--- config.mk ---
export PLATFORM = sky130hd
export DESIGN_NAME = ex_unit_top
export DESIGN_NICKNAME = d
export VERILOG_FILES = /design/src/design/ex_pkg.sv /design/src/design/ex_alu.sv /design/src/design/ex_stage.sv /design/src/design/ex_unit_top.sv /design/src/design/mult_ctrl.sv /design/src/design/mult_datapath.sv /design/src/design/mult_step_counter.sv /design/src/design/wb_regfile.sv
export SDC_FILE = /design/constraint.sdc
export NUM_CORES = 2
export LEC_CHECK = 0
export ABC_AREA = 1
export BUFFER_PORTS_ARGS = -buffer_cell sky130_fd_sc_hd__buf_4
export CAP_MARGIN = 20
export CORE_MARGIN = 8
export CORE_UTILIZATION = 45
export CTS_CLUSTER_SIZE = 25
export DETAILED_ROUTE_END_ITERATION = 10
export SLEW_MARGIN = 20
export SYNTH_ARGS = -nofsm -noshare
export SYNTH_HDL_FRONTEND = slang
export SYNTH_SLANG_ARGS = --single-unit
export TNS_END_PERCENT = 30
--- constraint.sdc ---
create_clock -name clk -period 4.9 [get_ports clk]
set_input_delay 0.98 -clock clk [delete_from_list [all_inputs] [get_ports clk]]
set_output_delay 0.98 -clock clk [all_outputs]
set_load 0.02 [all_outputs]
--- src/design/ex_pkg.sv ---
`default_nettype none

package ex_pkg;

  //////////////////////////////////////////////////
  // Widths and sizes
  //////////////////////////////////////////////////

  // Datapath width
  localparam int XLEN = 32;
  // Register file address
  localparam int REG_ADDR_W = 5;
  // One shift-add step per multiplier bit
  localparam int MULT_STEPS = 32;
  localparam int MULT_CNT_W = $clog2(MULT_STEPS);

  //////////////////////////////////////////////////
  // Operation codes
  //////////////////////////////////////////////////

  typedef enum logic [4:0] {
    OP_ADD  = 5'd0,
    OP_SUB  = 5'd1,
    OP_AND  = 5'd2,
    OP_OR   = 5'd3,
    OP_XOR  = 5'd4,
    OP_SLL  = 5'd5,
    OP_SRL  = 5'd6,
    OP_SRA  = 5'd7,
    OP_SLT  = 5'd8,
    OP_SLTU = 5'd9,
    // Branch comparisons
    OP_EQ   = 5'd10,
    OP_NE   = 5'd11,
    OP_LT   = 5'd12,
    OP_GE   = 5'd13,
    OP_LTU  = 5'd14,
    OP_GEU  = 5'd15,
    // Sequential multiply, low word
    OP_MUL  = 5'd16
  } ex_op_e;

  //////////////////////////////////////////////////
  // Stage payloads
  //////////////////////////////////////////////////

  // Decoded operation from issue
  typedef struct packed {
    ex_op_e                op;
    logic [XLEN-1:0]       operand_a;
    logic [XLEN-1:0]       operand_b;
    // Jump target
    logic [XLEN-1:0]       operand_c;
    logic [REG_ADDR_W-1:0] waddr;
    logic                  we;
    logic                  is_branch;
    logic                  csr_access;
    logic [XLEN-1:0]       csr_rdata;
  } ex_issue_t;

  // Write-back request from EX/WB to register file
  typedef struct packed {
    logic                  we;
    logic [REG_ADDR_W-1:0] waddr;
    logic [XLEN-1:0]       wdata;
  } wb_req_t;

endpackage

`default_nettype wire

--- src/design/ex_alu.sv ---
`default_nettype none

module ex_alu import ex_pkg::*; (
  input  ex_op_e          op_i,
  input  logic [XLEN-1:0] operand_a_i,
  input  logic [XLEN-1:0] operand_b_i,
  output logic [XLEN-1:0] result_o,
  output logic            cmp_result_o
);

  logic            sub_en;
  logic [XLEN:0]   adder_full;
  logic [XLEN-1:0] adder_result;
  logic [4:0]      shamt;
  logic            is_equal;
  logic            less_signed;
  logic            less_unsigned;

  //////////////////////////////////////////////////
  // Shared adder
  //////////////////////////////////////////////////

  // Subtract for SUB, set-less-than and every comparison
  always_comb
  begin
    case (op_i)
      OP_SUB, OP_SLT, OP_SLTU,
      OP_EQ, OP_NE, OP_LT, OP_GE, OP_LTU, OP_GEU: sub_en = 1'b1;
      default:                                    sub_en = 1'b0;
    endcase
  end

  // Subtract as a + ~b + 1 and keep carry out for unsigned compare
  assign adder_full = {1'b0, operand_a_i}
                    + {1'b0, (sub_en ? ~operand_b_i : operand_b_i)}
                    + {{XLEN{1'b0}}, sub_en};
  assign adder_result = adder_full[XLEN-1:0];

  // Borrow means a below b
  assign less_unsigned = ~adder_full[XLEN];
  // Differing signs make the negative one smaller
  assign less_signed = (operand_a_i[XLEN-1] ^ operand_b_i[XLEN-1]) ?
                       operand_a_i[XLEN-1] : adder_result[XLEN-1];
  assign is_equal = (adder_result == '0);

  // Only low 5 bits of b shift
  assign shamt = operand_b_i[4:0];

  //////////////////////////////////////////////////
  // Result select
  //////////////////////////////////////////////////

  always_comb
  begin
    case (op_i)
      OP_AND:  result_o = operand_a_i & operand_b_i;
      OP_OR:   result_o = operand_a_i | operand_b_i;
      OP_XOR:  result_o = operand_a_i ^ operand_b_i;
      OP_SLL:  result_o = operand_a_i << shamt;
      OP_SRL:  result_o = operand_a_i >> shamt;
      OP_SRA:  result_o = $unsigned($signed(operand_a_i) >>> shamt);
      OP_SLT:  result_o = {{(XLEN-1){1'b0}}, less_signed};
      OP_SLTU: result_o = {{(XLEN-1){1'b0}}, less_unsigned};
      // Add, sub and comparisons
      default: result_o = adder_result;
    endcase
  end

  // Branch condition
  always_comb
  begin
    case (op_i)
      OP_EQ:   cmp_result_o = is_equal;
      OP_NE:   cmp_result_o = ~is_equal;
      OP_LT:   cmp_result_o = less_signed;
      OP_GE:   cmp_result_o = ~less_signed;
      OP_LTU:  cmp_result_o = less_unsigned;
      OP_GEU:  cmp_result_o = ~less_unsigned;
      default: cmp_result_o = 1'b0;
    endcase
  end

endmodule

`default_nettype wire

--- src/design/ex_stage.sv ---
`default_nettype none

module ex_stage import ex_pkg::*; (
  input  logic            clk,
  input  logic            rst_n,
  input  logic            issue_valid_i,
  input  ex_issue_t       issue_i,
  input  logic            stall_i,
  output logic            ex_ready_o,
  output logic            ex_valid_o,
  output logic            branch_decision_o,
  output logic [XLEN-1:0] jump_target_o,
  output wb_req_t         wb_o
);

  logic [XLEN-1:0]       alu_result;
  logic                  alu_cmp_result;
  logic [XLEN-1:0]       mult_result;
  logic                  mult_load;
  logic                  mult_step;
  logic                  mult_last;
  logic                  mult_busy;
  logic                  mult_done;
  logic                  mult_idle;
  logic                  is_mul;
  logic                  issue_go;
  logic                  mult_start;
  logic                  alu_fire;
  logic                  mult_fire;
  logic [REG_ADDR_W-1:0] mul_waddr_q;
  logic                  mul_we_q;
  wb_req_t               wb_d;
  wb_req_t               wb_q;

  //////////////////////////////////////////////////
  // ALU
  //////////////////////////////////////////////////

  ex_alu u_alu (
    .op_i         (issue_i.op),
    .operand_a_i  (issue_i.operand_a),
    .operand_b_i  (issue_i.operand_b),
    .result_o     (alu_result),
    .cmp_result_o (alu_cmp_result)
  );

  //////////////////////////////////////////////////
  // Multiplier
  //////////////////////////////////////////////////

  assign is_mul = (issue_i.op == OP_MUL) & ~issue_i.is_branch;
  // New work only when nothing is in flight
  assign mult_idle  = ~mult_busy & ~mult_done;
  assign issue_go   = issue_valid_i & mult_idle & ~stall_i;
  assign mult_start = issue_go & is_mul;

  mult_ctrl u_mult_ctrl (
    .clk     (clk),
    .rst_n   (rst_n),
    .start_i (mult_start),
    .last_i  (mult_last),
    .stall_i (stall_i),
    .load_o  (mult_load),
    .step_o  (mult_step),
    .busy_o  (mult_busy),
    .done_o  (mult_done)
  );

  mult_step_counter u_mult_cnt (
    .clk     (clk),
    .rst_n   (rst_n),
    .clear_i (mult_load),
    .step_i  (mult_step),
    .last_o  (mult_last)
  );

  mult_datapath u_mult_dp (
    .clk       (clk),
    .rst_n     (rst_n),
    .load_i    (mult_load),
    .step_i    (mult_step),
    .op_a_i    (issue_i.operand_a),
    .op_b_i    (issue_i.operand_b),
    .product_o (mult_result)
  );

  // Multiply destination kept since upstream moves on after accept
  always_ff @(posedge clk, negedge rst_n)
  begin
    if (!rst_n)
    begin
      mul_waddr_q <= '0;
      mul_we_q    <= 1'b0;
    end
    else if (mult_load)
    begin
      mul_waddr_q <= issue_i.waddr;
      mul_we_q    <= issue_i.we;
    end
  end

  //////////////////////////////////////////////////
  // Handshake and branch
  //////////////////////////////////////////////////

  // Branches finish without write-back
  assign ex_ready_o = (mult_idle & ~stall_i)
                    | (issue_valid_i & issue_i.is_branch);

  assign alu_fire   = issue_go & ~is_mul;
  assign mult_fire  = mult_done & ~stall_i;
  // Independent of ex_ready_o
  assign ex_valid_o = alu_fire | mult_fire;

  assign branch_decision_o = issue_valid_i & issue_i.is_branch & alu_cmp_result;
  assign jump_target_o     = issue_i.operand_c;

  //////////////////////////////////////////////////
  // Result mux and EX/WB register
  //////////////////////////////////////////////////

  // Priority multiply, CSR, ALU
  always_comb
  begin
    if (mult_done)
    begin
      wb_d.we    = mul_we_q;
      wb_d.waddr = mul_waddr_q;
      wb_d.wdata = mult_result;
    end
    else
    begin
      wb_d.we    = issue_i.we & ~issue_i.is_branch;
      wb_d.waddr = issue_i.waddr;
      wb_d.wdata = issue_i.csr_access ? issue_i.csr_rdata : alu_result;
    end
  end

  always_ff @(posedge clk, negedge rst_n)
  begin
    if (!rst_n)
      wb_q <= '0;
    else if (ex_valid_o)
      wb_q <= wb_d;
    else if (!stall_i)
      // Bubble with nothing to write
      wb_q.we <= 1'b0;
  end

  assign wb_o = wb_q;

endmodule

`default_nettype wire

--- src/design/ex_unit_top.sv ---
`default_nettype none

module ex_unit_top import ex_pkg::*; (
  input  logic                  clk,
  input  logic                  rst_n,
  input  logic                  issue_valid_i,
  input  ex_issue_t             issue_i,
  input  logic                  stall_i,
  output logic                  ex_ready_o,
  output logic                  ex_valid_o,
  output logic                  branch_decision_o,
  output logic [XLEN-1:0]       jump_target_o,
  input  logic [REG_ADDR_W-1:0] raddr_i,
  output logic [XLEN-1:0]       rdata_o
);

  // EX/WB to register file
  wb_req_t wb_req;

  ex_stage u_ex_stage (
    .clk               (clk),
    .rst_n             (rst_n),
    .issue_valid_i     (issue_valid_i),
    .issue_i           (issue_i),
    .stall_i           (stall_i),
    .ex_ready_o        (ex_ready_o),
    .ex_valid_o        (ex_valid_o),
    .branch_decision_o (branch_decision_o),
    .jump_target_o     (jump_target_o),
    .wb_o              (wb_req)
  );

  wb_regfile u_regfile (
    .clk     (clk),
    .rst_n   (rst_n),
    .wb_i    (wb_req),
    .raddr_i (raddr_i),
    .rdata_o (rdata_o)
  );

endmodule

`default_nettype wire

--- src/design/mult_ctrl.sv ---
`default_nettype none

module mult_ctrl (
  input  logic clk,
  input  logic rst_n,
  input  logic start_i,
  input  logic last_i,
  input  logic stall_i,
  output logic load_o,
  output logic step_o,
  output logic busy_o,
  output logic done_o
);

  typedef enum logic [1:0] {
    MC_IDLE,
    MC_BUSY,
    MC_DONE
  } mc_state_e;

  mc_state_e state_q;
  mc_state_e state_d;

  // Next state and strobes
  always_comb
  begin
    state_d = state_q;
    load_o  = 1'b0;
    step_o  = 1'b0;
    case (state_q)
      MC_IDLE:
      begin
        // Operands loaded on the accepting edge
        if (start_i)
        begin
          load_o  = 1'b1;
          state_d = MC_BUSY;
        end
      end
      MC_BUSY:
      begin
        step_o = 1'b1;
        if (last_i)
          state_d = MC_DONE;
      end
      MC_DONE:
      begin
        // Result waits here for downstream
        if (!stall_i)
          state_d = MC_IDLE;
      end
      default: state_d = MC_IDLE;
    endcase
  end

  always_ff @(posedge clk, negedge rst_n)
  begin
    if (!rst_n)
      state_q <= MC_IDLE;
    else
      state_q <= state_d;
  end

  assign done_o = (state_q == MC_DONE);
  // Finished but blocked counts as busy
  assign busy_o = (state_q == MC_BUSY) | (done_o & stall_i);

endmodule

`default_nettype wire

--- src/design/mult_datapath.sv ---
`default_nettype none

module mult_datapath import ex_pkg::*; (
  input  logic            clk,
  input  logic            rst_n,
  input  logic            load_i,
  input  logic            step_i,
  input  logic [XLEN-1:0] op_a_i,
  input  logic [XLEN-1:0] op_b_i,
  output logic [XLEN-1:0] product_o
);

  // Only the low word is kept so XLEN bits are enough everywhere
  logic [XLEN-1:0] mcand_q;
  logic [XLEN-1:0] mplier_q;
  logic [XLEN-1:0] acc_q;
  logic [XLEN-1:0] acc_add;

  // Partial product for this bit
  assign acc_add = mplier_q[0] ? (acc_q + mcand_q) : acc_q;

  //////////////////////////////////////////////////
  // Shift-add registers
  //////////////////////////////////////////////////

  always_ff @(posedge clk, negedge rst_n)
  begin
    if (!rst_n)
    begin
      mcand_q  <= '0;
      mplier_q <= '0;
      acc_q    <= '0;
    end
    else if (load_i)
    begin
      mcand_q  <= op_a_i;
      mplier_q <= op_b_i;
      acc_q    <= '0;
    end
    else if (step_i)
    begin
      acc_q    <= acc_add;
      // Multiplicand moves up and multiplier down
      mcand_q  <= mcand_q << 1;
      mplier_q <= mplier_q >> 1;
    end
  end

  assign product_o = acc_q;

endmodule

`default_nettype wire

--- src/design/mult_step_counter.sv ---
`default_nettype none

module mult_step_counter import ex_pkg::*; (
  input  logic clk,
  input  logic rst_n,
  input  logic clear_i,
  input  logic step_i,
  output logic last_o
);

  logic [MULT_CNT_W-1:0] count_q;

  // Restart on load, one tick per step
  always_ff @(posedge clk, negedge rst_n)
  begin
    if (!rst_n)
      count_q <= '0;
    else if (clear_i)
      count_q <= '0;
    else if (step_i)
      count_q <= count_q + 1'b1;
  end

  // Final step in progress
  assign last_o = step_i & (count_q == MULT_CNT_W'(MULT_STEPS - 1));

endmodule

`default_nettype wire

--- src/design/wb_regfile.sv ---
`default_nettype none

module wb_regfile import ex_pkg::*; (
  input  logic                  clk,
  input  logic                  rst_n,
  input  wb_req_t               wb_i,
  input  logic [REG_ADDR_W-1:0] raddr_i,
  output logic [XLEN-1:0]       rdata_o
);

  localparam int NREGS = 2 ** REG_ADDR_W;

  // x0 has no storage
  logic [XLEN-1:0] regs_q [1:NREGS-1];

  // Single write port
  always_ff @(posedge clk, negedge rst_n)
  begin
    if (!rst_n)
    begin
      for (int i = 1; i < NREGS; i++)
        regs_q[i] <= '0;
    end
    else if (wb_i.we && (wb_i.waddr != '0))
    begin
      regs_q[wb_i.waddr] <= wb_i.wdata;
    end
  end

  // Combinational read with x0 tied to zero
  assign rdata_o = (raddr_i == '0) ? '0 : regs_q[raddr_i];

endmodule

`default_nettype wire

-- Word-level counts from Yosys, hierarchy flattened
Memory sizes are Yosys's and may differ from the RTL's.
Cells that the tools add are included.
- bitwise operators: 31
- equal/unequal tests: 22
- shift-type cells: 3
- multipliers: 0
- add/sub/neg operators: 4
- div/mod/pow operators: 0
- multiplexer cells: 32
- reductions and logical operators: 10
- order comparisons: 3
- operators with widths (kind ; number):
    992-bit bitwise mux ; 1
    32-bit two-way mux ; 13
    32-bit case mux with 8 select lines ; 1
    32-bit binary-select mux with 5-bit select ; 1
    32-bit demux with 5-bit select ; 1
    5-bit by 4-bit == test with 1-bit output, second input constant ; 8
    38-bit two-way mux ; 1
    32-bit by 32-bit adder with 33-bit output ; 1
    33-bit by 1-bit adder with 33-bit output ; 1
    32-bit adder ; 1
    32-bit bitwise AND ; 1
    32-bit logical NOT ; 1
    32-bit NOT ; 1
    32-bit bitwise OR ; 1
    32-bit by 5-bit << shifter with 32-bit output ; 1
    32-bit by 5-bit >> shifter with 32-bit output ; 1
    32-bit by 5-bit >>> shifter with 32-bit output ; 1
    32-bit XOR ; 1
    5-bit by 3-bit == test with 1-bit output, second input constant ; 4
    1-bit bitwise AND ; 13
    6-bit >= comparator, second input constant ; 2
    5-bit NOT with 6-bit output ; 2
    5-bit by 2-bit == test with 1-bit output, second input constant ; 2
    5-bit == test, second input constant ; 2
    other kinds (21) ; 43
- latch bits: 0
- bits in registers: 1139
- memory bits (writable): 0
- bits of input ports: 150
- output and inout port bits: 67
- logic and storage cells: 147
- memory bits (read-only): 16
- memories kept: 1
- memories (memory ; words ; bits a word ; rd ports ; clocked after Yosys merged registers in ; wr ports ; line ; RTL):
    (no name shown) ; 16 ; 1 ; 1 ; 0 ; 0 ; ex_alu.sv:26 ; case (op_i)

-- Logic depth before layout (Yosys ltp)
- word-level depth: 12
- mapped depth: 27
- mapped depth without buffers: 26

-- Modules after synthesis
From an unflattened synthesis, not the netlist that was laid out.
- cell total of the unflattened synthesis: 9271
- area, all modules: 64763.4 um^2
- modules (own cells, without submodules) (module ; area an instance (um^2) ; times used ; cells each):
    wb_regfile ; 46981.3 ; 1 ; 6365
    ex_alu ; 8026.4 ; 1 ; 1522
    mult_datapath ; 6313.6 ; 1 ; 909
    ex_stage ; 3071.7 ; 1 ; 426
    mult_step_counter ; 260.2 ; 1 ; 32
    mult_ctrl ; 110.1 ; 1 ; 17

-- Worst setup path after synthesis
OpenSTA, ideal clock, no wires.
- path kind: input to output
- from: input issue_i[75] in the netlist's numbering
- to: output branch_decision_o
- path buffers: 3
- required time: 3920 ps
- path slack: 215 ps
- data arrival time: 3705 ps
- stages on the path: 23
- cell sequence: buf_2 > inv_1 > clkbuf_1 > clkbuf_1 > xor2_1 > ha_1 > nand2_1 > inv_1 > nand2_1 > nand2_1 > a21oi_1 > nand2_1 > nand2_1 > nand2_1 > nand2_1 > nand2_1 > nor2_1 > nand3_1 > nor3_1 > nand4_1 > nand3_1 > nand2_1 > inv_1
- longest elaborated chain between the ends: 8
- elaborated cells between the ends (all ways): 11
- those cells by class: 2 x add/sub; 3 x mux; 5 x bitwise; 1 x reduce/logical
- ends and longest elaborated chain (what ; line ; RTL):
    start, declared ; ex_unit_top.sv:7 ; input ex_issue_t issue_i,
    32-bit NOT ; ex_alu.sv:35 ; + {1'b0, (sub_en ? ~operand_b_i : operand_b_i)}
    32-bit two-way mux * ; ex_alu.sv:35 ;
    32-bit by 32-bit adder with 33-bit output * ; ex_alu.sv:35 ;
    33-bit by 1-bit adder with 33-bit output * ; ex_alu.sv:36 ; + {{XLEN{1'b0}}, sub_en};
    32-bit logical NOT / 1-bit two-way mux (equally long branches) ; ex_alu.sv:44, ex_alu.sv:42 ;
    1-bit NOT (on tied branches) ; ex_alu.sv:74, ex_alu.sv:76 ;
    1-bit case mux with 6 select lines * ; ex_alu.sv:72 ; case (op_i)
    1-bit bitwise AND * ; ex_stage.sv:115 ; assign branch_decision_o = issue_valid_i & issue_i.is_branch & alu_cmp_result;
    end, declared ; ex_unit_top.sv:11 ; output logic branch_decision_o,
Every way passes the cells marked *; elsewhere a longest branch is shown, timed or not.

-- Final worst setup path
- from: input issue_i[138] in the netlist's numbering
- to: output branch_decision_o
- longest elaborated chain between the ends: 9
- elaborated cells between the ends (all ways): 18
- those cells by class: 2 x add/sub; 6 x eq/ne; 4 x mux; 4 x bitwise; 1 x reduce/logical; 1 x memory
- ends and longest elaborated chain (what ; line):
    memory read 16 x 1 bit ; n/a
    1-bit two-way mux ; ex_alu.sv:26
    32-bit two-way mux ; ex_alu.sv:35
    32-bit by 32-bit adder with 33-bit output ; ex_alu.sv:35
    33-bit by 1-bit adder with 33-bit output ; ex_alu.sv:36
    32-bit logical NOT / 1-bit two-way mux (equally long branches) ; ex_alu.sv:44, ex_alu.sv:42
    1-bit NOT (on tied branches) ; ex_alu.sv:74, ex_alu.sv:76
    1-bit case mux with 6 select lines * ; ex_alu.sv:72
    1-bit bitwise AND * ; ex_stage.sv:115
Marked as above.

==> out/results.ini <==
[clock_tree]
cts_inserted_buffers=121
clk_path_buf_depth=3
clk_pin_slew_ns=0.06
clk_latency_ns=0.77
clock_tree.htree_level_count=3
tritoncts=yes
clock-root-buffer=clkbuf_16
cts_num_sinks=1139

[synth]
post_synthesis_instance_area_um2=59700
ys_types=69
yosys_warnings=0
synth-edff-count=0
synthCells=7477
synth_area_leaders=dfrtp_1, o21ai_0, nand2_1
synth_top_cell_area_share=0.478
synth-async-reset-ratio=1.00
post_synth.cell_area_avg_um2=7.98
synth_seq_area_share=0.478
syn_nets=7763
predominant_post_synthesis_flop_cell=dfrtp_1
postSynthRegisterBits=1139
synth_area_leader_cell=dfrtp_1

[die]
fp.dieH_um=380
die_w_um=380
die_area_um2=144000
ioPinCount=217
core-area_um2=131000
row_count=133
floorplan.initialDensity=0.454

[timing]
setup_tns_ns=-0.145
worst-slew-pin-transition_ns=1.16
setup_slack_ns=-0.145
hold_ws_ns=0.170
relSlewSlack=0.227
final.min_clock_period_ns=5.04
count_of_endpoints_failing_setup_in_the_final_report=1
timing.final.crit_share=1.03
final_hold_viol_count=0
maxClockFrequency_mhz=198
rsz0062_at_grt=yes
largest_clock_skew_in_the_final_design_ns=0.0499
report.final.slew_viol_count=0

[detailed_routing]
via_count=56200
postRouteAntennaNets=0
detailedRoute.firstPassIterationCount=6
avgRoutedWirePerCell_um=25.8
detail_route.iter0.violations=7120
vias_per_cell=5.93
detail_route.drc_violations=0
drt-total-wl_mm=244

[pwr]
power_leakage_nw=31.8
max_vdd_drop_uv=337
power_density_nw_per_um2=486

[global_routing]
grt_start_max_net_pins=170
antenna_found_initial=10
global_route_usage_over_all_layers=0.327
overflow=0
first_pass_grt_wire_length_mm=362
grt_pass1_vias=53300

[run_status]
outcome=complete, but fails checks
failing_checks=negative setup slack

[placed_design]
io_buffers=152
numPlacedInstances=9198
detailed_place_hpwl_mm=161
gp_congestion=1.06
postPlaceCellArea_um2=64000

[cells_and_area]
design_area_um2=69300
finalNetCount=7894
post_layout_nonfiller_instances=9468
finalCoreUtilization=0.527
drive_gt1_frac=0.138
synthToLayoutAreaGrowth_pct=16.1
fillcell_total=12600

[critical_path]
crit_path_top_delay_cell=ha_1
crit_path_max_incr_delay_ns=0.36
ff2ff_path_depth=8
critical_path.reg2reg.startpoint=u_ex_stage.u_mult_ctrl.state_q[0]$_DFFE_PN0P_
critPathMostFrequentCell=nand2_2
critical_path_peak_fanout=7
cp_cell_sequence=buf_8, a21oi_4, nand2_4, buf_12, buf_8, xor2_1, ha_1, a21o_1, nand2_2, nand2_2, a21oi_4, nand2_2, buf_4, xor2_1, nor2_1, nand3_2, nor2_4, nand4_1, nand3_2, nand2_1, inv_1, buf_6
worst-setup-path-type=in -> out
endpoint_kind=primary output
cp_data_arrival_time_ns=4.06
crit_path_start_kind=primary input
r2r-end=u_ex_stage.wb_o[8]$_DFFE_PN0P_
critical_path_required_ns=3.92
r2r_slack_ns=1.65

[flow_run]
max-cap-violations=0

[worst_hold_path]
holdCritPathClass=in -> async

[through the flow]
stage	total power [mW]	setup slack (ns)
floorplan	19.9	0.215
global placement	23.4	-0.521
detailed placement	23.7	-0.504
CTS	33.5	-0.136
global route	35.6	-0.282
finish	33.6	-0.145
[timing repair]
item / CTS / global route
resized for setup: 95 / 69
hold buffers: 0 / 0
setup endpoints to repair: 1 / 1
pin swaps: 45 / 52
setup buffers: 31 / 10
[kinds of logic after synthesis]
kind of cell	count (synthesis)	share of synthesized area
and+or+nand+nor	2501	0.168
buffers and inverters	1093	0.0749
DFF	1139	0.478
AOI/OAI and AO/OA	2534	0.239
muxes	20	0.00336
adders and majority gates	136	0.0288
xor gates and xnor gates	54	0.00793
[how the worst max path moves through the flow]
stage,start,to,slack (ns),cells past startpoint
2_1_floorplan,issue_i[75],branch_decision_o,0.21,23
3_3_place_gp,issue_i[137],branch_decision_o,-0.52,25
3_5_place_dp,issue_i[137],branch_decision_o,-0.50,25
4_1_cts,issue_i[139],branch_decision_o,-0.14,26
5_1_grt,issue_i[137],branch_decision_o,-0.28,26
6_report,issue_i[138],branch_decision_o,-0.14,22
[registers in the layout, summed over array words and instances, names as in the netlist]
name,count
u_ex_stage.u_mult_dp.product_o,32
u_ex_stage.u_mult_cnt.count_q,5
u_ex_stage.u_mult_dp.mplier_q,32
u_ex_stage.u_mult_ctrl.state_q,2
u_ex_stage.mul_we_q,1
u_ex_stage.wb_o,38
u_regfile.regs_q,992
u_ex_stage.mul_waddr_q,5
u_ex_stage.u_mult_dp.mcand_q,32
[power breakdown]
group / total, mW / switching (mW) / internal (mW)
sequential: 14.5 / 1.92 / 12.6
clock: 9.70 / 4.07 / 5.63
combinational: 9.42 / 6.21 / 3.22
total: 33.6 / 12.2 / 21.4
[Yosys cell counts, types with 28 or more instances]
| library cell | n |
|---|---|
| inv_2 | 28 |
| nor2_1 | 400 |
| clkbuf_1 | 393 |
| a211oi_1 | 33 |
| buf_1 | 33 |
| xor2_1 | 49 |
| o21ai_0 | 1458 |
| a31oi_1 | 47 |
| ha_1 | 134 |
| nand3_1 | 226 |
| o21ai_1 | 98 |
| a22oi_1 | 86 |
| buf_4 | 40 |
| a21oi_1 | 445 |
| nor3_1 | 35 |
| a221oi_1 | 118 |
| o211ai_1 | 97 |
| inv_1 | 472 |
| nand2_1 | 1762 |
| buf_2 | 112 |
| dfrtp_1 | 1139 |
[routing by layer]
layer,vias to the layer above,GRT usage,routed length [µm]
met3,514,0.0560,20300
met4,4,0.130,11200
met2,2662,0.497,107000
li1,25500,-,-
met1,27500,0.465,106000
met5,-,0,27
[final cells by class]
| cell class | count | area (µm²) | area share |
|---|---|---|---|
| antenna | 1 | 2.50 | 0.0000361 |
| multi-input combinational | 5245 | 27500 | 0.396 |
| clock inverter | 52 | 584 | 0.00844 |
| tap | 1755 | 2200 | 0.0317 |
| inverter | 505 | 1920 | 0.0277 |
| clock buffer | 175 | 3670 | 0.0530 |
| timing repair buffer | 596 | 4940 | 0.0714 |
| sequential | 1139 | 28500 | 0.411 |
[worst max-delay path: cells and delay by family]
kind,cells,cell delay [ns]
buf+inv,6,0.70
fa+ha+maj,1,0.36
xor+xnor,2,0.31
compound gates,3,0.59
simple gates,10,1.12
[cell usage in the layout (no fill, tap or decap), drive strengths merged, types with 9 or more instances in the layout]
cell type and count:
nor3 41, xor2 49, o21a 13, o22ai 20, clkinv 34, clkbuf 175
a31oi 47, nor2 413, nand2 1782, a21oi 451, ha 134, a22oi 86
inv 506, mux2i 20, o2111ai 23, o211ai 99, buf 596, nand4 18
nand3 229, dfrtp 1139, a221oi 118, a2111oi 20, o21ai 1571, clkinvlp 9
a211oi 34
No activity file was read; power rests on OpenSTA's default activity.
